[config.mk]
export PLATFORM = sky130hd
export DESIGN_NAME = uart_top
export DESIGN_NICKNAME = d
export VERILOG_FILES = /design/src/uart_pkg.sv /design/src/uart_top.sv /design/src/uart_rx.sv /design/src/uart_tx.sv /design/src/uart_bit_timer.sv
export VERILOG_INCLUDE_DIRS = /design/src /design/src/include
export SDC_FILE = /design/constraint.sdc
export NUM_CORES = 1
export LEC_CHECK = 0
export BUFFER_PORTS_ARGS = -buffer_cell sky130_fd_sc_hd__buf_4
export CORE_ASPECT_RATIO = 0.5
export CORE_MARGIN = 5
export CORE_UTILIZATION = 60
export CTS_CLUSTER_DIAMETER = 60
export DETAILED_ROUTE_END_ITERATION = 16
export PLACE_DENSITY = 0.88
export SLEW_MARGIN = 25
export SYNTH_ARGS = -nofsm -noshare
export SYNTH_HDL_FRONTEND = slang
export SYNTH_HIERARCHICAL = 1
export SYNTH_SLANG_ARGS = --single-unit
[constraint.sdc]
create_clock -name tx_clk -period 6.2 [get_ports tx_clk]
set_input_delay 0.31 -clock tx_clk [delete_from_list [all_inputs] [get_ports tx_clk]]
set_output_delay 0.31 -clock tx_clk [all_outputs]
set_load 0.1 [all_outputs]
[src/include/uart_settings.svh]
`ifndef UART_SETTINGS_SVH
`define UART_SETTINGS_SVH

// data bits in one frame
`define UART_DATA_BITS 8

// tx_clk cycles per serial bit
`define UART_CLOCKS_PER_BIT 8

// flops in the receive line synchronizer
`define UART_SYNC_STAGES 3

// parity sense for both directions
// 0 gives even parity and 1 gives odd parity
`define UART_PARITY_ODD 0

`endif
[src/uart_pkg.sv]
`default_nettype none

`include "uart_settings.svh"

package uart_pkg;

	typedef logic [`UART_DATA_BITS-1:0] data_t;                 // one payload byte
	typedef logic [$clog2(`UART_DATA_BITS)-1:0] bit_idx_t;      // data bit position
	typedef logic [$clog2(`UART_CLOCKS_PER_BIT)-1:0] baud_cnt_t; // cycle within a bit

	// transmit shift register, start bit sits in the LSB
	typedef struct packed {
		logic  stop;    // always 1
		logic  parity;  // even or odd over data
		data_t data;    // sent LSB first
		logic  start;   // always 0
	} tx_frame_t;

	// what the receiver hands out
	typedef struct packed {
		data_t data;    // received byte
		logic  error;   // parity mismatch or low stop bit
	} rx_word_t;

	typedef enum logic [2:0] {
		RX_IDLE,        // waiting for a falling edge
		RX_START,       // recheck start bit at mid point
		RX_DATA,        // collecting data bits
		RX_PARITY,      // parity bit sample
		RX_STOP         // stop bit sample, result out
	} rx_state_t;

endpackage

`default_nettype wire

[src/uart_top.sv]
`timescale 1ns/10ps
`default_nettype none

module uart_top (
	input  logic               tx_clk,
	input  logic               reset_tx,
	input  logic               i_tx_start,    // send request strobe
	input  uart_pkg::data_t    i_tx_data,     // byte to send
	output logic               o_tx_busy,     // transmitter in use
	output logic               o_tx_serial,   // serial out
	input  logic               i_rx_serial,   // serial in, may be looped from o_tx_serial
	output logic               o_rx_valid,    // received byte strobe
	output uart_pkg::rx_word_t o_rx_word      // received byte and error flag
);
	import uart_pkg::*;

	// transmit side
	uart_tx u_uart_tx (
		.tx_clk      (tx_clk),
		.reset_tx    (reset_tx),
		.i_tx_start  (i_tx_start),
		.i_tx_data   (i_tx_data),
		.o_tx_busy   (o_tx_busy),
		.o_tx_serial (o_tx_serial)
	);

	// receive side, same clock and reset
	uart_rx u_uart_rx (
		.tx_clk      (tx_clk),
		.reset_tx    (reset_tx),
		.i_rx_serial (i_rx_serial),
		.o_rx_valid  (o_rx_valid),
		.o_rx_word   (o_rx_word)
	);

endmodule

`default_nettype wire

[src/uart_rx.sv]
`timescale 1ns/10ps
`default_nettype none

`include "uart_settings.svh"

module uart_rx (
	input  logic               tx_clk,
	input  logic               reset_tx,
	input  logic               i_rx_serial,   // async line in
	output logic               o_rx_valid,    // one-cycle result strobe
	output uart_pkg::rx_word_t o_rx_word      // held until the next strobe
);
	import uart_pkg::*;

	localparam int       SYNC_W    = `UART_SYNC_STAGES;
	localparam bit_idx_t LAST_DATA = bit_idx_t'(`UART_DATA_BITS - 1);

	logic [SYNC_W-1:0] sync_q;          // synchronizer chain
	logic              rx_line;         // synchronized line
	logic              rx_line_d;       // previous rx_line
	logic              start_edge;      // high to low on rx_line
	logic              timer_restart;   // arm the half-period timer
	logic              timer_run;
	logic              bit_tick;        // middle of a bit
	rx_state_t         state;
	bit_idx_t          bit_idx;         // data bit being sampled
	data_t             rx_shift;        // data comes in from the top
	logic              parity_err;      // parity bit did not match

	always_ff @(posedge tx_clk) begin
		if (reset_tx) begin
			sync_q    <= '1;   // line idles high
			rx_line_d <= 1'b1;
		end else begin
			sync_q    <= {sync_q[SYNC_W-2:0], i_rx_serial};
			rx_line_d <= rx_line;
		end
	end

	assign rx_line    = sync_q[SYNC_W-1];
	assign start_edge = rx_line_d & ~rx_line;

	// only a fresh falling edge re-arms, a held low line does not
	assign timer_restart = (state == RX_IDLE) & start_edge;
	assign timer_run     = (state != RX_IDLE);

	// first tick at half a period lands in the middle of the start bit
	uart_bit_timer #(
		.FIRST_TICK (`UART_CLOCKS_PER_BIT / 2 - 1)
	) u_bit_timer (
		.tx_clk    (tx_clk),
		.reset_tx  (reset_tx),
		.i_restart (timer_restart),
		.i_run     (timer_run),
		.o_tick    (bit_tick)
	);

	always_ff @(posedge tx_clk) begin
		if (reset_tx) begin
			state      <= RX_IDLE;
			bit_idx    <= '0;
			o_rx_valid <= 1'b0;
			o_rx_word  <= '0;
		end else begin
			o_rx_valid <= 1'b0;   // pulse by default
			case (state)
				RX_IDLE: begin
					if (start_edge) begin
						state <= RX_START;
					end
				end
				RX_START: begin
					if (bit_tick) begin
						if (rx_line) begin
							state <= RX_IDLE;   // glitch, not a start bit
						end else begin
							state   <= RX_DATA;
							bit_idx <= '0;
						end
					end
				end
				RX_DATA: begin
					if (bit_tick) begin
						bit_idx <= bit_idx + 1'b1;
						if (bit_idx == LAST_DATA) begin
							state <= RX_PARITY;
						end
					end
				end
				RX_PARITY: begin
					if (bit_tick) begin
						state <= RX_STOP;
					end
				end
				RX_STOP: begin
					if (bit_tick) begin
						state      <= RX_IDLE;
						o_rx_valid <= 1'b1;
						o_rx_word  <= '{
							data:  rx_shift,
							error: parity_err | ~rx_line   // bad parity or framing
						};
					end
				end
				default: begin
					state <= RX_IDLE;
				end
			endcase
		end
	end

	// payload path
	always_ff @(posedge tx_clk) begin
		if (bit_tick) begin
			if (state == RX_DATA) begin
				rx_shift <= {rx_line, rx_shift[`UART_DATA_BITS-1:1]};   // lsb first
			end
			if (state == RX_PARITY) begin
				parity_err <= rx_line ^ (^rx_shift) ^ 1'(`UART_PARITY_ODD);
			end
		end
	end

	// a result is never reported twice
	a_valid_pulse: assert property (@(posedge tx_clk) disable iff (reset_tx)
		o_rx_valid |=> !o_rx_valid)
		else $error("rx valid held for more than one cycle");

endmodule

`default_nettype wire

[src/uart_tx.sv]
`timescale 1ns/10ps
`default_nettype none

`include "uart_settings.svh"

module uart_tx (
	input  logic            tx_clk,
	input  logic            reset_tx,
	input  logic            i_tx_start,    // one-cycle request
	input  uart_pkg::data_t i_tx_data,     // taken together with the strobe
	output logic            o_tx_busy,     // frame in flight
	output logic            o_tx_serial    // line out, idles high
);
	import uart_pkg::*;

	localparam int FRAME_BITS = $bits(tx_frame_t);   // start, data, parity, stop
	localparam int BIT_CNT_W  = $clog2(FRAME_BITS);
	localparam logic [BIT_CNT_W-1:0] LAST_BIT = BIT_CNT_W'(FRAME_BITS - 1);

	tx_frame_t            tx_frame;    // shifts toward the line
	logic [BIT_CNT_W-1:0] bit_cnt;     // finished bit periods
	logic                 tx_accept;   // strobe taken at this edge
	logic                 tx_parity;   // parity of the incoming byte
	logic                 bit_tick;    // current bit period is over
	logic                 last_bit;    // stop bit is on the line

	// a strobe while busy is dropped
	assign tx_accept = i_tx_start & ~o_tx_busy;

	// even parity is the xor of the data, odd flips it
	assign tx_parity = (^i_tx_data) ^ 1'(`UART_PARITY_ODD);

	assign last_bit = (bit_cnt == LAST_BIT);

	// line comes straight from a flop
	assign o_tx_serial = tx_frame.start;

	// full period so the first tick ends the start bit
	uart_bit_timer #(
		.FIRST_TICK (`UART_CLOCKS_PER_BIT - 1)
	) u_bit_timer (
		.tx_clk    (tx_clk),
		.reset_tx  (reset_tx),
		.i_restart (tx_accept),
		.i_run     (o_tx_busy),
		.o_tick    (bit_tick)
	);

	always_ff @(posedge tx_clk) begin
		if (reset_tx) begin
			o_tx_busy <= 1'b0;
		end else if (tx_accept) begin
			o_tx_busy <= 1'b1;   // same edge as start bit
		end else if (bit_tick && last_bit) begin
			o_tx_busy <= 1'b0;   // falls as the stop bit ends
		end
	end

	always_ff @(posedge tx_clk) begin
		if (reset_tx) begin
			bit_cnt <= '0;
		end else if (tx_accept) begin
			bit_cnt <= '0;
		end else if (bit_tick) begin
			if (last_bit) begin
				bit_cnt <= '0;
			end else begin
				bit_cnt <= bit_cnt + 1'b1;
			end
		end
	end

	// frame register doubles as the line driver, so it idles at all ones
	always_ff @(posedge tx_clk) begin
		if (reset_tx) begin
			tx_frame <= '1;
		end else if (tx_accept) begin
			tx_frame <= '{
				stop:   1'b1,
				parity: tx_parity,
				data:   i_tx_data,
				start:  1'b0
			};
		end else if (bit_tick) begin
			tx_frame <= {1'b1, tx_frame[FRAME_BITS-1:1]};   // ones fill in behind
		end
	end

	// line must sit at the idle level between frames
	a_idle_high: assert property (@(posedge tx_clk) disable iff (reset_tx)
		!o_tx_busy |-> o_tx_serial)
		else $error("tx line low while not busy");

endmodule

`default_nettype wire

[src/uart_bit_timer.sv]
`timescale 1ns/10ps
`default_nettype none

`include "uart_settings.svh"

module uart_bit_timer #(
	parameter int FIRST_TICK = `UART_CLOCKS_PER_BIT - 1   // count at which ticks come
) (
	input  logic tx_clk,
	input  logic reset_tx,
	input  logic i_restart,   // start over from zero
	input  logic i_run,       // count enable
	output logic o_tick       // one pulse per bit period
);
	import uart_pkg::*;

	localparam baud_cnt_t LAST_CNT = baud_cnt_t'(`UART_CLOCKS_PER_BIT - 1);
	localparam baud_cnt_t TICK_CNT = baud_cnt_t'(FIRST_TICK);

	baud_cnt_t baud_cnt;   // position inside the bit period

	always_ff @(posedge tx_clk) begin
		if (reset_tx) begin
			baud_cnt <= '0;
		end else if (i_restart) begin
			baud_cnt <= '0;   // restart wins over run
		end else if (i_run) begin
			if (baud_cnt == LAST_CNT) begin
				baud_cnt <= '0;   // wrap once per period
			end else begin
				baud_cnt <= baud_cnt + 1'b1;
			end
		end
	end

	// same phase every period, so later ticks are a full period apart
	assign o_tick = i_run & ~i_restart & (baud_cnt == TICK_CNT);

	a_cnt_range: assert property (@(posedge tx_clk) disable iff (reset_tx)
		int'(baud_cnt) < `UART_CLOCKS_PER_BIT)
		else $error("bit timer count left its period");

endmodule

`default_nettype wire

# Word level (Yosys, flattened, before mapping)
# Cells that the tools add are included.
[word_totals]
in_bits = 12
out_inout_bits = 12
ff_bits = 50
[op_classes]
n_eq_ne = 16
n_mux = 20
n_bitwise = 14
n_reduce_logical = 16
n_addsub = 4
[ops]
columns = ["cell", "n"]
rows = [
  ["2-to-1 mux 3 bit", 11],
  ["2-to-1 mux 10 bit", 2],
  ["parity 8 bit", 2],
  ["case mux 3 bit (5 select lines)", 1],
  ["== test 3 bit (second input constant)", 4],
  ["inequality test 2 x 1 -> 1 bit (second input constant)", 6],
  ["adder 3 x 1 -> 3 bit (second input constant)", 3],
  ["== test 3 x 2 -> 1 bit (second input constant)", 3],
  ["AND 1 bit", 7],
  ["case mux 3 bit (2 select lines)", 1],
  ["AND reduction 2 bit", 3],
  ["AND reduction 6 bit", 1],
  ["nonzero test 2 bit", 3],
  ["OR reduction 2 bit", 3],
  ["NOT 1 bit", 5],
  ["adder 4 x 1 -> 4 bit (second input constant)", 1],
  ["== test 4 bit (second input constant)", 1],
  ["2-to-1 mux 4 bit", 1],
  ["AND reduction 4 bit", 1],
  ["== test 3 x 1 -> 1 bit (second input constant)", 1],
  ["logical NOT 3 bit", 1],
  ["2-to-1 mux 1 bit", 3],
  ["nonzero test 3 bit", 1],
  ["2-to-1 mux 2 bit", 1],
  ["4 further kinds", 4],
]

# Longest topological paths before layout
# Gate-level depths: netlist of run 1.
[depth]
word_depth = 8
ltp_mapped = 10
ltp_nobuf = 7

# Hierarchy
# The synthesis of run 1 kept the hierarchy.
[by_module_without_submodules]
columns = ["module", "cells_each", "area_per_inst_um2", "instances"]
rows = [
  ["uart_rx", 107, 1197.4, 1],
  ["uart_tx", 89, 798.3, 1],
  ["uart_bit_timer at u_uart_rx.u_bit_timer", 16, 171.4, 1],
  ["uart_bit_timer at u_uart_tx.u_bit_timer", 13, 151.4, 1],
]

# Least setup slack after synthesis of run 1
# Ideal clock, no wire load.
[synth_timing]
path_kind = "register to register"
from = "register u_uart_tx.o_tx_busy"
to = "register u_uart_tx/tx_frame[2] in the netlist's numbering"
synth_period_minus_slack_ns = 2.467
slack_ns = 3.733
setup_time_ns = 0.117
stages_incl_launch_ff = 11
t_arrival_ns = 2.349
n_path_buf = 3
cell_sequence = "dfxtp_1 -> nand2b_1 -> buf_2 -> inv_1 -> and3b_1 -> buf_6 -> buf_12 -> mux2i_1 -> nand2_1 -> o21ai_0 -> nand2b_1"
[synth_between]
elab_chain_len = 6
word_cells_on_any_way = 7
[synth_lines]
columns = ["element", "line_no", "text"]
rows = [
  ["start, declared", "uart_tx.sv:11", "output logic o_tx_busy,"],
  ["start signal, assigned", "uart_tx.sv:51", "o_tx_busy <= 1'b0;"],
  ["start signal, assigned", "uart_tx.sv:53", "o_tx_busy <= 1'b1;"],
  ["start signal, assigned", "uart_tx.sv:55", "o_tx_busy <= 1'b0;"],
  ["NOT 1 bit", "uart_tx.sv:28", "assign tx_accept = i_tx_start & ~o_tx_busy;"],
  ["AND 1 bit", "uart_tx.sv:28", ""],
  ["net u_uart_tx.tx_accept", "uart_tx.sv:22", "logic tx_accept;"],
  ["NOT 1 bit", "uart_bit_timer.sv:37", "assign o_tick = i_run & ~i_restart & (baud_cnt == TICK_CNT);"],
  ["AND 1 bit (2 in series)", "uart_bit_timer.sv:37", ""],
  ["net u_uart_tx.bit_tick", "uart_tx.sv:24", "logic bit_tick;"],
  ["nonzero test 2 bit (no source line)", "-", ""],
  ["end signal, assigned", "uart_tx.sv:78", "tx_frame <= '{"],
  ["end signal, assigned", "uart_tx.sv:85", "tx_frame <= {1'b1, tx_frame[FRAME_BITS-1:1]};"],
  ["end, declared", "uart_tx.sv:20", "tx_frame_t tx_frame;"],
]
# The timed path passes the listed nets, and every way through them passes these cells.
# A chain may end at the register's enable or synchronous reset.

# Final worst setup path of run 1
[layout_timing]
from = "register u_uart_tx.o_tx_busy"
to = "register u_uart_tx/tx_frame[8] in the netlist's numbering"
# Same word-level chain as after synthesis.

==> results of run 1 <==
-- stage by stage --
step	hold slack, ns	setup WS, ns	instance area (sq um)	power (W)
floorplan	0.375	3.73	2320	0.000391
detailed placement	0.403	3.51	2460	0.000405
finish	0.186	3.35	2560	0.000622
global placement	0.396	3.65	2460	0.000402
CTS	0.176	3.39	2560	0.000628
global route	0.177	3.08	2560	0.000648
-- worst max-delay path: cells and delay by family, from the launching register on --
kind | cells | cell delay, ns
compound gates | 1 | 0.15
buf+inv | 1 | 0.25
flops | 1 | 0.48
mux | 1 | 0.31
simple gates | 4 | 1.54
-- placed cells by master (no fill, tap or decap), types with 3 or more instances in the layout --
master | synthesis | final
a21oi_1 | 16 | 16
buf_4 | 3 | 23
clkbuf_8 | 1 | 5
dfxtp_1 | 41 | 41
edfxtp_1 | 9 | 9
ha_1 | 7 | 7
mux2i_1 | 12 | 12
nand2_1 | 29 | 29
nand2b_1 | 15 | 15
nor2_1 | 9 | 9
nor3_1 | 4 | 4
nor3b_1 | 3 | 3
o21ai_0 | 11 | 11
or2_2 | 4 | 4
or3b_1 | 3 | 3
xnor2_1 | 11 | 11
-- layout make-up --
class | instances | area (sq um)
clock buffer | 7 | 76.3
clock inverter | 1 | 30.0
fill | 274 | 1000
inverter | 2 | 7.51
multi-input combinational | 161 | 1120
sequential | 50 | 1090
tap | 51 | 63.8
timing repair buffer | 23 | 173
-- power by group --
part	switching, W	internal, W
Sequential	0.00000697	0.000338
Clock	0.000103	0.000121
Combinational	0.0000303	0.0000229
Total	0.000140	0.000481
-- per-layer routing --
layer	part of all wire [%]	GRT usage, %	wire length [um]	vias up
met5	0	0	0	-
met4	3.4	10.6	142	0
met3	4.7	5.43	198	15
met2	47	31.9	2010	34
met1	44	19.8	1880	743
li1	-	-	-	820
-- kinds of logic (layout without fill, tap and decap cells) --
family | Yosys count | in the layout | synth area share, %
flops | 50 | 50 | 47.1
simple gates | 87 | 87 | 21.9
mux | 12 | 12 | 5.18
fa+ha+maj | 7 | 7 | 3.78
xor+xnor | 15 | 15 | 6.58
buf+inv | 14 | 33 | 4.59
compound gates | 40 | 40 | 10.9
-- worst min path at each step --
stage | from | to | slack [ns] | depth (start not counted)
after floorplan | reset_tx | u_uart_rx/u_bit_timer/baud_cnt[0] | 0.37 | 1
after global placement | u_uart_rx/sync_q[1] | u_uart_rx/sync_q[2] | 0.40 | 1
after detailed placement | u_uart_rx/sync_q[0] | u_uart_rx/sync_q[1] | 0.40 | 1
after CTS | i_rx_serial | u_uart_rx/sync_q[0] | 0.18 | 2
after global routing | i_rx_serial | u_uart_rx/sync_q[0] | 0.18 | 2
final | i_rx_serial | u_uart_rx/sync_q[0] | 0.19 | 2
-- flip-flops by register name, indices dropped and copies added (netlist names), 3 cells and up --
| name | flops |
|---|---|
| u_uart_rx/o_rx_word | 9 |
| u_uart_tx/tx_frame | 9 |
| u_uart_rx/rx_shift | 8 |
| u_uart_tx/bit_cnt | 4 |
| u_uart_rx/bit_idx | 3 |
| u_uart_rx/state | 3 |
| u_uart_rx/sync_q | 3 |
| u_uart_rx/u_bit_timer/baud_cnt | 3 |
| u_uart_tx/u_bit_timer/baud_cnt | 3 |
==> flow_metrics.py, run 1 <==
metrics = {
    "yosys": {
        "synth_area_sq_um": 2320,
        "synth-seq-cells": 50,
        "syn-num-nets": 244,
        "synth_common_cells": "dfxtp_1 (41), nand2_1 (29), a21oi_1 (16)",
        "ys_warn_count": 6,
        "synth_top_area_share_pct": 35.4,
        "ys_seq_area_share_pct": 47.1,
        "yosysMostFrequentCell": "dfxtp_1",
        "async_flop_share_pct": 0,
        "synthTopCellsByArea": "dfxtp_1 (35%), edfxtp_1 (12%), mux2i_1 (5.2%), nand2_1 (4.7%), xnor2_1 (4.2%)",
        "syn_inst": 225,
        "synth_area_per_cell_sq_um": 10.3,
        "ys_types": 50,
        "synth-main-ff-cell": "dfxtp_1",
        "synth_top_cell_by_area": "dfxtp_1",
        "synth_edf_count": 9,
    },
    "detailed_routing": {
        "antenna_left": 0,
        "routed-via-count": 1612,
        "avgRoutedWirePerCell_um": 14.3,
        "via_per_inst": 5.46,
        "drtIter0Drc": 51,
        "drc_errors": 0,
        "drt-total-wl_um": 4230,
        "drt-pass1-iter-count": 4,
    },
    "cts": {
        "numCtsBuffers": 5,
        "root_buffer": "clkbuf_8",
        "cts.sinks": 50,
        "htree_levels": 2,
        "insertion_delay_ns": 0.31,
        "cts_hold_buf": 0,
        "cts_setup_buffers": 0,
        "clock_path_buffers": 2,
        "path_clk_slew_ns": 0.08,
        "cts_resized": 0,
        "tritoncts": "built",
    },
    "die": {
        "core-area_sq_um": 3570,
        "rows": 15,
        "initial_core_util_pct": 65.0,
        "die_y_um": 54.0,
        "ios": 24,
        "die_x_um": 97.9,
        "die_area_sq_um": 5280,
    },
    "critical_path": {
        "cp_slowest_cell": "and3b_1",
        "reg2reg_to": "u_uart_tx/tx_frame[8]",
        "crit_type": "reg -> reg",
        "max_stage_delay_ns": 0.79,
        "crit_path_start": "u_uart_tx/o_tx_busy",
        "rrSetupSlack_ns": 3.35,
        "critical_path_arrival_ns": 3.05,
        "cpMostUsedCell": "nand2b_1",
        "worstSetupEndpoint": "u_uart_tx/tx_frame[8]",
        "critPathRequiredTime_ns": 6.40,
        "critical_path_peak_fanout": 20,
        "startpoint_type": "flop",
        "reg2reg_depth": 7,
        "timing.rr.start": "u_uart_tx/o_tx_busy",
        "crit_chain": "nand2b_1, inv_1, and3b_1, mux2i_1, nand2_1, o21ai_0, nand2b_1",
        "timing.critical_path.to_type": "flop",
    },
    "cells_and_area": {
        "drive_above_1_share_pct": 18.0,
        "final_cells": 295,
        "diodes": 0,
        "final_util_pct": 71.9,
        "area_delta_synth_final_pct": 10.5,
        "fin_nets": 262,
    },
    "grt": {
        "grt_pass1_vias": 1588,
        "track_usage_pct": 17.9,
        "grt_pass1_wl_um": 7240,
        "grt_max_degree": 40,
        "grt_overflow": 0,
        "antenna_found_initial": 0,
    },
    "sta": {
        "setup_tns_ns": 0,
        "final.period_utilization_pct": 46.0,
        "final.setup_skew_ns": 0.00565,
        "fin_crit_ns": 2.85,
        "max_slew_margin_pct": 47.8,
        "hold_violations": 0,
        "rsz0062_at_grt": "no",
        "setup_viol": 0,
        "worst_pin_slew_ns": 0.783,
        "max_clock_freq_ghz": 0.351,
        "slew_viol_final": 0,
    },
    "pwr": {
        "ir_drop_mv": 0.135,
        "power_density_nw_per_um2": 243,
        "p_leak_nw": 0.955,
    },
    "job": {
        "drv_cap": 0,
    },
    "run_status": {
        "outcome": "finished, final reports clean",
    },
    "placed_design": {
        "place_congestion": 0.743,
        "io_buffers": 23,
        "dp_cells": 287,
        "hpwl_um": 2880,
    },
    "worst_hold_path": {
        "min_path_type": "in -> reg",
    },
}
Power figures use the tool's default switching activity.
==> run 2: changes to the inputs <==
ABC_AREA = 1   (was unset)
CORE_UTILIZATION = 52   (was 60)
PLACE_DENSITY = 0.81   (was 0.88)
clock period = 2.5 ns   (was 6.2 ns; I/O delays follow)
==> flow_metrics.py, run 2 <==
metrics = {
    "cells_and_area": {
        "final_cell_mix": "nand2_1 (95), inv_1 (43), dfxtp_1 (41), nor2_1 (28), buf_4 (23)",
        "final_cells": 405,
        "final_common_cell": "nand2_1",
        "final_util_pct": 61.9,
        "drive_above_1_share_pct": 17.2,
        "area_delta_synth_final_pct": 13.7,
        "reg.largest.list": "u_uart_rx/o_rx_word: 9 flops, u_uart_tx/tx_frame: 9 flops, u_uart_rx/rx_shift: 8 flops",
        "diodes": 0,
        "fin_nets": 366,
    },
    "yosys": {
        "synth_area_sq_um": 2420,
        "syn_inst": 320,
        "ys_types": 31,
        "synth_common_cells": "nand2_1 (95), inv_1 (43), dfxtp_1 (41)",
        "ys_warn_count": 6,
        "ys_seq_area_share_pct": 45.0,
        "yosysMostFrequentCell": "nand2_1",
        "synth_area_per_cell_sq_um": 7.57,
        "synth-seq-cells": 50,
        "synth-main-ff-cell": "dfxtp_1",
        "synth_edf_count": 9,
        "synthTopCellsByArea": "dfxtp_1 (34%), nand2_1 (15%), edfxtp_1 (11%), inv_1 (6.7%), nor2_1 (4.3%)",
        "synth_top_cell_by_area": "dfxtp_1",
        "synth_top_area_share_pct": 33.9,
        "syn-num-nets": 339,
        "async_flop_share_pct": 0,
    },
    "die": {
        "rows": 17,
        "die_x_um": 107,
        "initial_core_util_pct": 54.5,
        "core-area_sq_um": 4450,
        "ios": 24,
        "die_y_um": 58.3,
        "die_area_sq_um": 6210,
    },
    "detailed_routing": {
        "drc_errors": 0,
        "routed-via-count": 2059,
        "drt-pass1-iter-count": 4,
        "drtIter0Drc": 76,
        "drt-total-wl_um": 4480,
        "avgRoutedWirePerCell_um": 11.1,
        "antenna_left": 0,
        "via_per_inst": 5.08,
    },
    "cts": {
        "path_clk_slew_ns": 0.08,
        "root_buffer": "clkbuf_8",
        "numCtsBuffers": 5,
        "tritoncts": "built",
        "htree_levels": 2,
        "cts_resized": 0,
        "insertion_delay_ns": 0.29,
        "cts.sinks": 50,
        "clock_path_buffers": 2,
    },
    "critical_path": {
        "critical_path_peak_fanout": 19,
        "critical_path_arrival_ns": 2.24,
        "crit_type": "reg -> reg",
        "critPathRequiredTime_ns": 2.68,
        "startpoint_type": "flop",
        "timing.critical_path.to_type": "flop",
    },
    "sta": {
        "setup_tns_ns": 0,
        "slew_viol_final": 0,
        "max_clock_freq_ghz": 0.486,
        "fin_crit_ns": 2.06,
        "rsz0062_at_grt": "no",
        "final.setup_skew_ns": 0.00375,
        "setup_viol": 0,
        "hold_violations": 0,
        "max_slew_margin_pct": 71.2,
        "worst_pin_slew_ns": 0.431,
        "final.period_utilization_pct": 82.4,
    },
    "worst_hold_path": {
        "min_path_type": "in -> reg",
    },
    "placed_design": {
        "hpwl_um": 3340,
        "place_congestion": 0.838,
        "dp_cells": 396,
        "io_buffers": 23,
    },
    "grt": {
        "grt_pass1_vias": 1854,
        "grt_overflow": 0,
        "track_usage_pct": 15.4,
        "antenna_found_initial": 0,
        "grt_max_degree": 20,
        "grt_pass1_wl_um": 7720,
    },
    "job": {
        "drv_cap": 0,
    },
    "run_status": {
        "outcome": "finished, final reports clean",
    },
    "pwr": {
        "p_leak_nw": 1.27,
        "power_density_nw_per_um2": 679,
        "ir_drop_mv": 0.315,
    },
}
[run 2: through the flow]
| step | setup WS, ns | power, W | instance area, sq um | hold slack (ns) |
|---|---|---|---|---|
| final | 0.440 | 0.00187 | 2750 | 0.0686 |
| after global placement | 0.653 | 0.00133 | 2630 | 0.313 |
| after floorplan | 0.342 | 0.00128 | 2420 | 0.194 |
| after global routing | 0.290 | 0.00199 | 2750 | 0.0801 |
| after detailed placement | 0.485 | 0.00136 | 2630 | 0.315 |
| after CTS | 0.476 | 0.00188 | 2740 | 0.00320 |
[run 2: repair_timing]
action,in CTS,in global routing
setup buffers,0,0
hold buffers,0,1
endpoints found under the hold margin,0,1
[run 2: kinds of logic (layout without fill, tap and decap cells)]
logic type,Yosys count,after routing,synth area share (%)
AND/OR/NAND/NOR,160,160,29.9
adder cells (fa/ha/maj),7,7,3.62
XOR/XNOR,3,3,1.08
buffers and inverters,56,84,9.61
AO/OA/AOI/OAI,44,44,10.8
flip-flops,50,50,45.0
[run 2: layer usage]
layer | vias up | share of wire (%) | track usage [%]
li1 | 1074 | - | -
met1 | 917 | 46 | 18.5
met2 | 58 | 46 | 26.1
met3 | 10 | 5.3 | 3.67
met4 | 0 | 2.4 | 8.20
met5 | - | 0 | 0
[run 2: area by class of cell]
class / count / area (sq um)
clock buffers: 8 / 110
flip-flops and latches: 50 / 1090
fillers: 387 / 1690
inverters: 52 / 200
repair buffers: 24 / 183
well taps: 57 / 71.3
multi-input cells: 214 / 1100
[run 2: final timing paths]
check                      start  cells after the start                endpoint  slack, ns
max           u_uart_rx/state[1]                      7  u_uart_rx/o_rx_word[7]       0.44
min                 i_tx_data[7]                      3   u_uart_tx/tx_frame[8]       0.07
max reg2reg   u_uart_rx/state[1]                      7  u_uart_rx/o_rx_word[7]       0.44
min reg2reg  u_uart_rx/sync_q[0]                      1     u_uart_rx/sync_q[1]       0.41
[run 2: worst max-delay path: stages, from the launching register on]
cell	delay (ns)
dfxtp_1	0.52
inv_2	0.11
nand2_1	0.23
nor2_1	0.10
nor2_1	0.32
nand3_2	0.33
o21ai_0	0.26
a21oi_1	0.07
[run 2: report_power, final]
group          switching, W  internal (W)
logic              0.000263      0.000149
clock network      0.000245      0.000279
registers         0.0000628      0.000870
total              0.000571       0.00130
==> run 3: changes to the inputs <==
CORE_UTILIZATION = 58   (was 52)
PLACE_DENSITY = 0.85   (was 0.81)
clock period = 1.99 ns   (was 2.5 ns; I/O delays follow)
==> flow_metrics.py, run 3 (same netlist as run 2, synthesis figures left out) <==
metrics = {
    "cts": {
        "tritoncts": "built",
        "clock_path_buffers": 2,
        "cts_setup_buffers": 0,
        "htree_levels": 2,
        "cts.sinks": 50,
        "root_buffer": "clkbuf_8",
        "path_clk_slew_ns": 0.08,
        "numCtsBuffers": 5,
        "insertion_delay_ns": 0.29,
    },
    "worst_hold_path": {
        "min_path_type": "in -> reg",
        "worstHoldEndpoint": "u_uart_tx/tx_frame[8]",
        "min_path_cells": 3,
        "holdCritStartpoint": "i_tx_data[7]",
    },
    "cells_and_area": {
        "diodes": 0,
        "reg.largest.list": "u_uart_rx/o_rx_word: 9 flops, u_uart_tx/tx_frame: 9 flops, u_uart_rx/rx_shift: 8 flops",
        "multiInputGateArea_sq_um": 1110,
        "final_cell_mix": "nand2_1 (95), inv_1 (43), dfxtp_1 (40), nor2_1 (28), buf_4 (26)",
        "drive_above_1_share_pct": 17.7,
        "final_common_cell": "nand2_1",
        "final_cells": 405,
        "fin_nets": 369,
        "final_util_pct": 69.7,
        "fillers": 323,
        "area_delta_synth_final_pct": 14.0,
        "seqCellArea_sq_um": 1090,
    },
    "sta": {
        "worst_pin_slew_ns": 0.392,
        "max_clock_freq_ghz": 0.555,
        "final.period_utilization_pct": 90.5,
        "hold_violations": 0,
        "slew_viol_final": 0,
        "fin_crit_ns": 1.80,
        "setup_viol": 0,
        "setup_tns_ns": 0,
        "max_slew_margin_pct": 73.8,
        "final.setup_skew_ns": 0.00765,
        "setup_slack_ns": 0.188,
    },
    "detailed_routing": {
        "drt-pass1-iter-count": 4,
        "routed-via-count": 2051,
        "drt-total-wl_um": 4640,
        "antenna_left": 0,
        "drc_errors": 0,
        "avgRoutedWirePerCell_um": 11.5,
        "via_per_inst": 5.06,
        "drtIter0Drc": 58,
    },
    "pwr": {
        "ir_drop_mv": 0.363,
        "total_power_w": 0.00230,
        "power_density_nw_per_um2": 835,
        "p_leak_nw": 1.27,
    },
    "grt": {
        "grt_max_degree": 20,
        "grt_pass1_wl_um": 8340,
        "antenna_found_initial": 0,
        "grt_overflow": 0,
        "grt_pass1_vias": 2050,
        "track_usage_pct": 17.7,
    },
    "critical_path": {
        "crit_type": "reg -> reg",
        "startpoint_type": "flop",
        "crit_chain": "inv_2, nand2_1, nor2_1, nor2_1, buf_4, inv_2, nor2_4, inv_2, nand3_1, a21oi_2",
        "cpMostUsedCell": "inv_2",
        "critPathRequiredTime_ns": 2.17,
        "timing.rr.start": "u_uart_rx/state[1]",
        "reg2reg_to": "u_uart_rx/bit_idx[1]",
        "critical_path_arrival_ns": 1.98,
        "crit_family": "simple AND/OR/NAND/NOR gates",
        "reg2reg_depth": 10,
        "worst-path-buf-inv": 4,
        "rrSetupSlack_ns": 0.19,
        "max_stage_delay_ns": 0.52,
        "cp_slowest_cell": "dfxtp_1",
        "timing.critical_path.to_type": "flop",
        "critical_path_peak_fanout": 12,
    },
    "job": {
        "drv_cap": 0,
    },
    "die": {
        "die_x_um": 101,
        "die_area_sq_um": 5650,
        "initial_core_util_pct": 61.1,
        "rows": 16,
        "die_y_um": 55.7,
        "core-area_sq_um": 3960,
        "ios": 24,
    },
    "placed_design": {
        "io_buffers": 23,
        "place_congestion": 0.952,
        "dp_cells": 396,
        "pre_cts_ws_ns": 0.173,
        "hpwl_um": 3380,
    },
    "run_status": {
        "outcome": "finished, final reports clean",
    },
}
-- run 3: changes by cell type in the layout (fill, tap and decap cells not counted), sizes merged --
cell / delta
buf: +3
-- run 3: repair_timing --
item / CTS / global route
hold endpoints to repair: 1 / 0
resized for setup: 0 / 1
setup endpoints to repair: 0 / 2
hold buffers: 1 / 0
-- run 3: power by group --
part	leakage (nW)	switching (W)	internal (W)	total [W]
Combinational	0.812	0.000340	0.000208	0.000547
Sequential	0.416	0.0000811	0.00109	0.00117
Clock	0.0455	0.000299	0.000284	0.000582
Total	1.27	0.000719	0.00159	0.00230
-- run 3: layer usage --
layer / global-route usage [%] / vias up / share of wire [%] / routed length (um)
li1: - / 1068 / - / -
met1: 20.3 / 934 / 45 / 2100
met2: 31.8 / 43 / 49 / 2270
met3: 4.51 / 6 / 4.8 / 222
met4: 6.06 / 0 / 1.2 / 55
met5: 0 / - / 0 / 0
-- run 3: worst max path at each step --
| stage | start | endpoint | slack, ns | cells past startpoint |
|---|---|---|---|---|
| 4_1_cts | u_uart_rx/state[1] | u_uart_rx/o_rx_word[4] | 0.17 | 8 |
| 3_5_place_dp | u_uart_rx/state[1] | u_uart_rx/o_rx_word[4] | 0.17 | 8 |
| 5_1_grt | u_uart_rx/state[2] | u_uart_rx/bit_idx[1] | -0.004 | 10 |
| 6_report | u_uart_rx/state[1] | u_uart_rx/bit_idx[1] | 0.19 | 10 |
| 3_3_place_gp | u_uart_rx/state[1] | u_uart_rx/o_rx_word[0] | 0.31 | 8 |
| 2_1_floorplan | u_uart_tx/o_tx_busy | u_uart_tx/bit_cnt[3] | 0.25 | 7 |
-- run 3: cell type report --
class                           instances  area share [%]
Timing Repair Buffer                   27            7.43
Sequential cell                        50            39.6
Inverter                               52            7.25
Clock buffer                            8            3.26
Tap cell                               54            2.45
Multi-Input combinational cell        214            40.1
-- run 3: worst reg2reg max path, cell delays in order (launching register included) --
cell	delay [ns]
dfxtp_1	0.52
inv_2	0.11
nand2_1	0.12
nor2_1	0.06
nor2_1	0.11
buf_4	0.16
inv_2	0.07
nor2_4	0.31
inv_2	0.08
nand3_1	0.10
a21oi_2	0.05
-- run 3: through the flow --
| step | hold slack, ns | instance area, sq um |
|---|---|---|
| CTS | 0.0500 | 2750 |
| floorplan | 0.161 | 2420 |
| global route | 0.0770 | 2760 |
| finish | 0.0565 | 2760 |
| detailed placement | 0.290 | 2650 |
| global placement | 0.285 | 2650 |
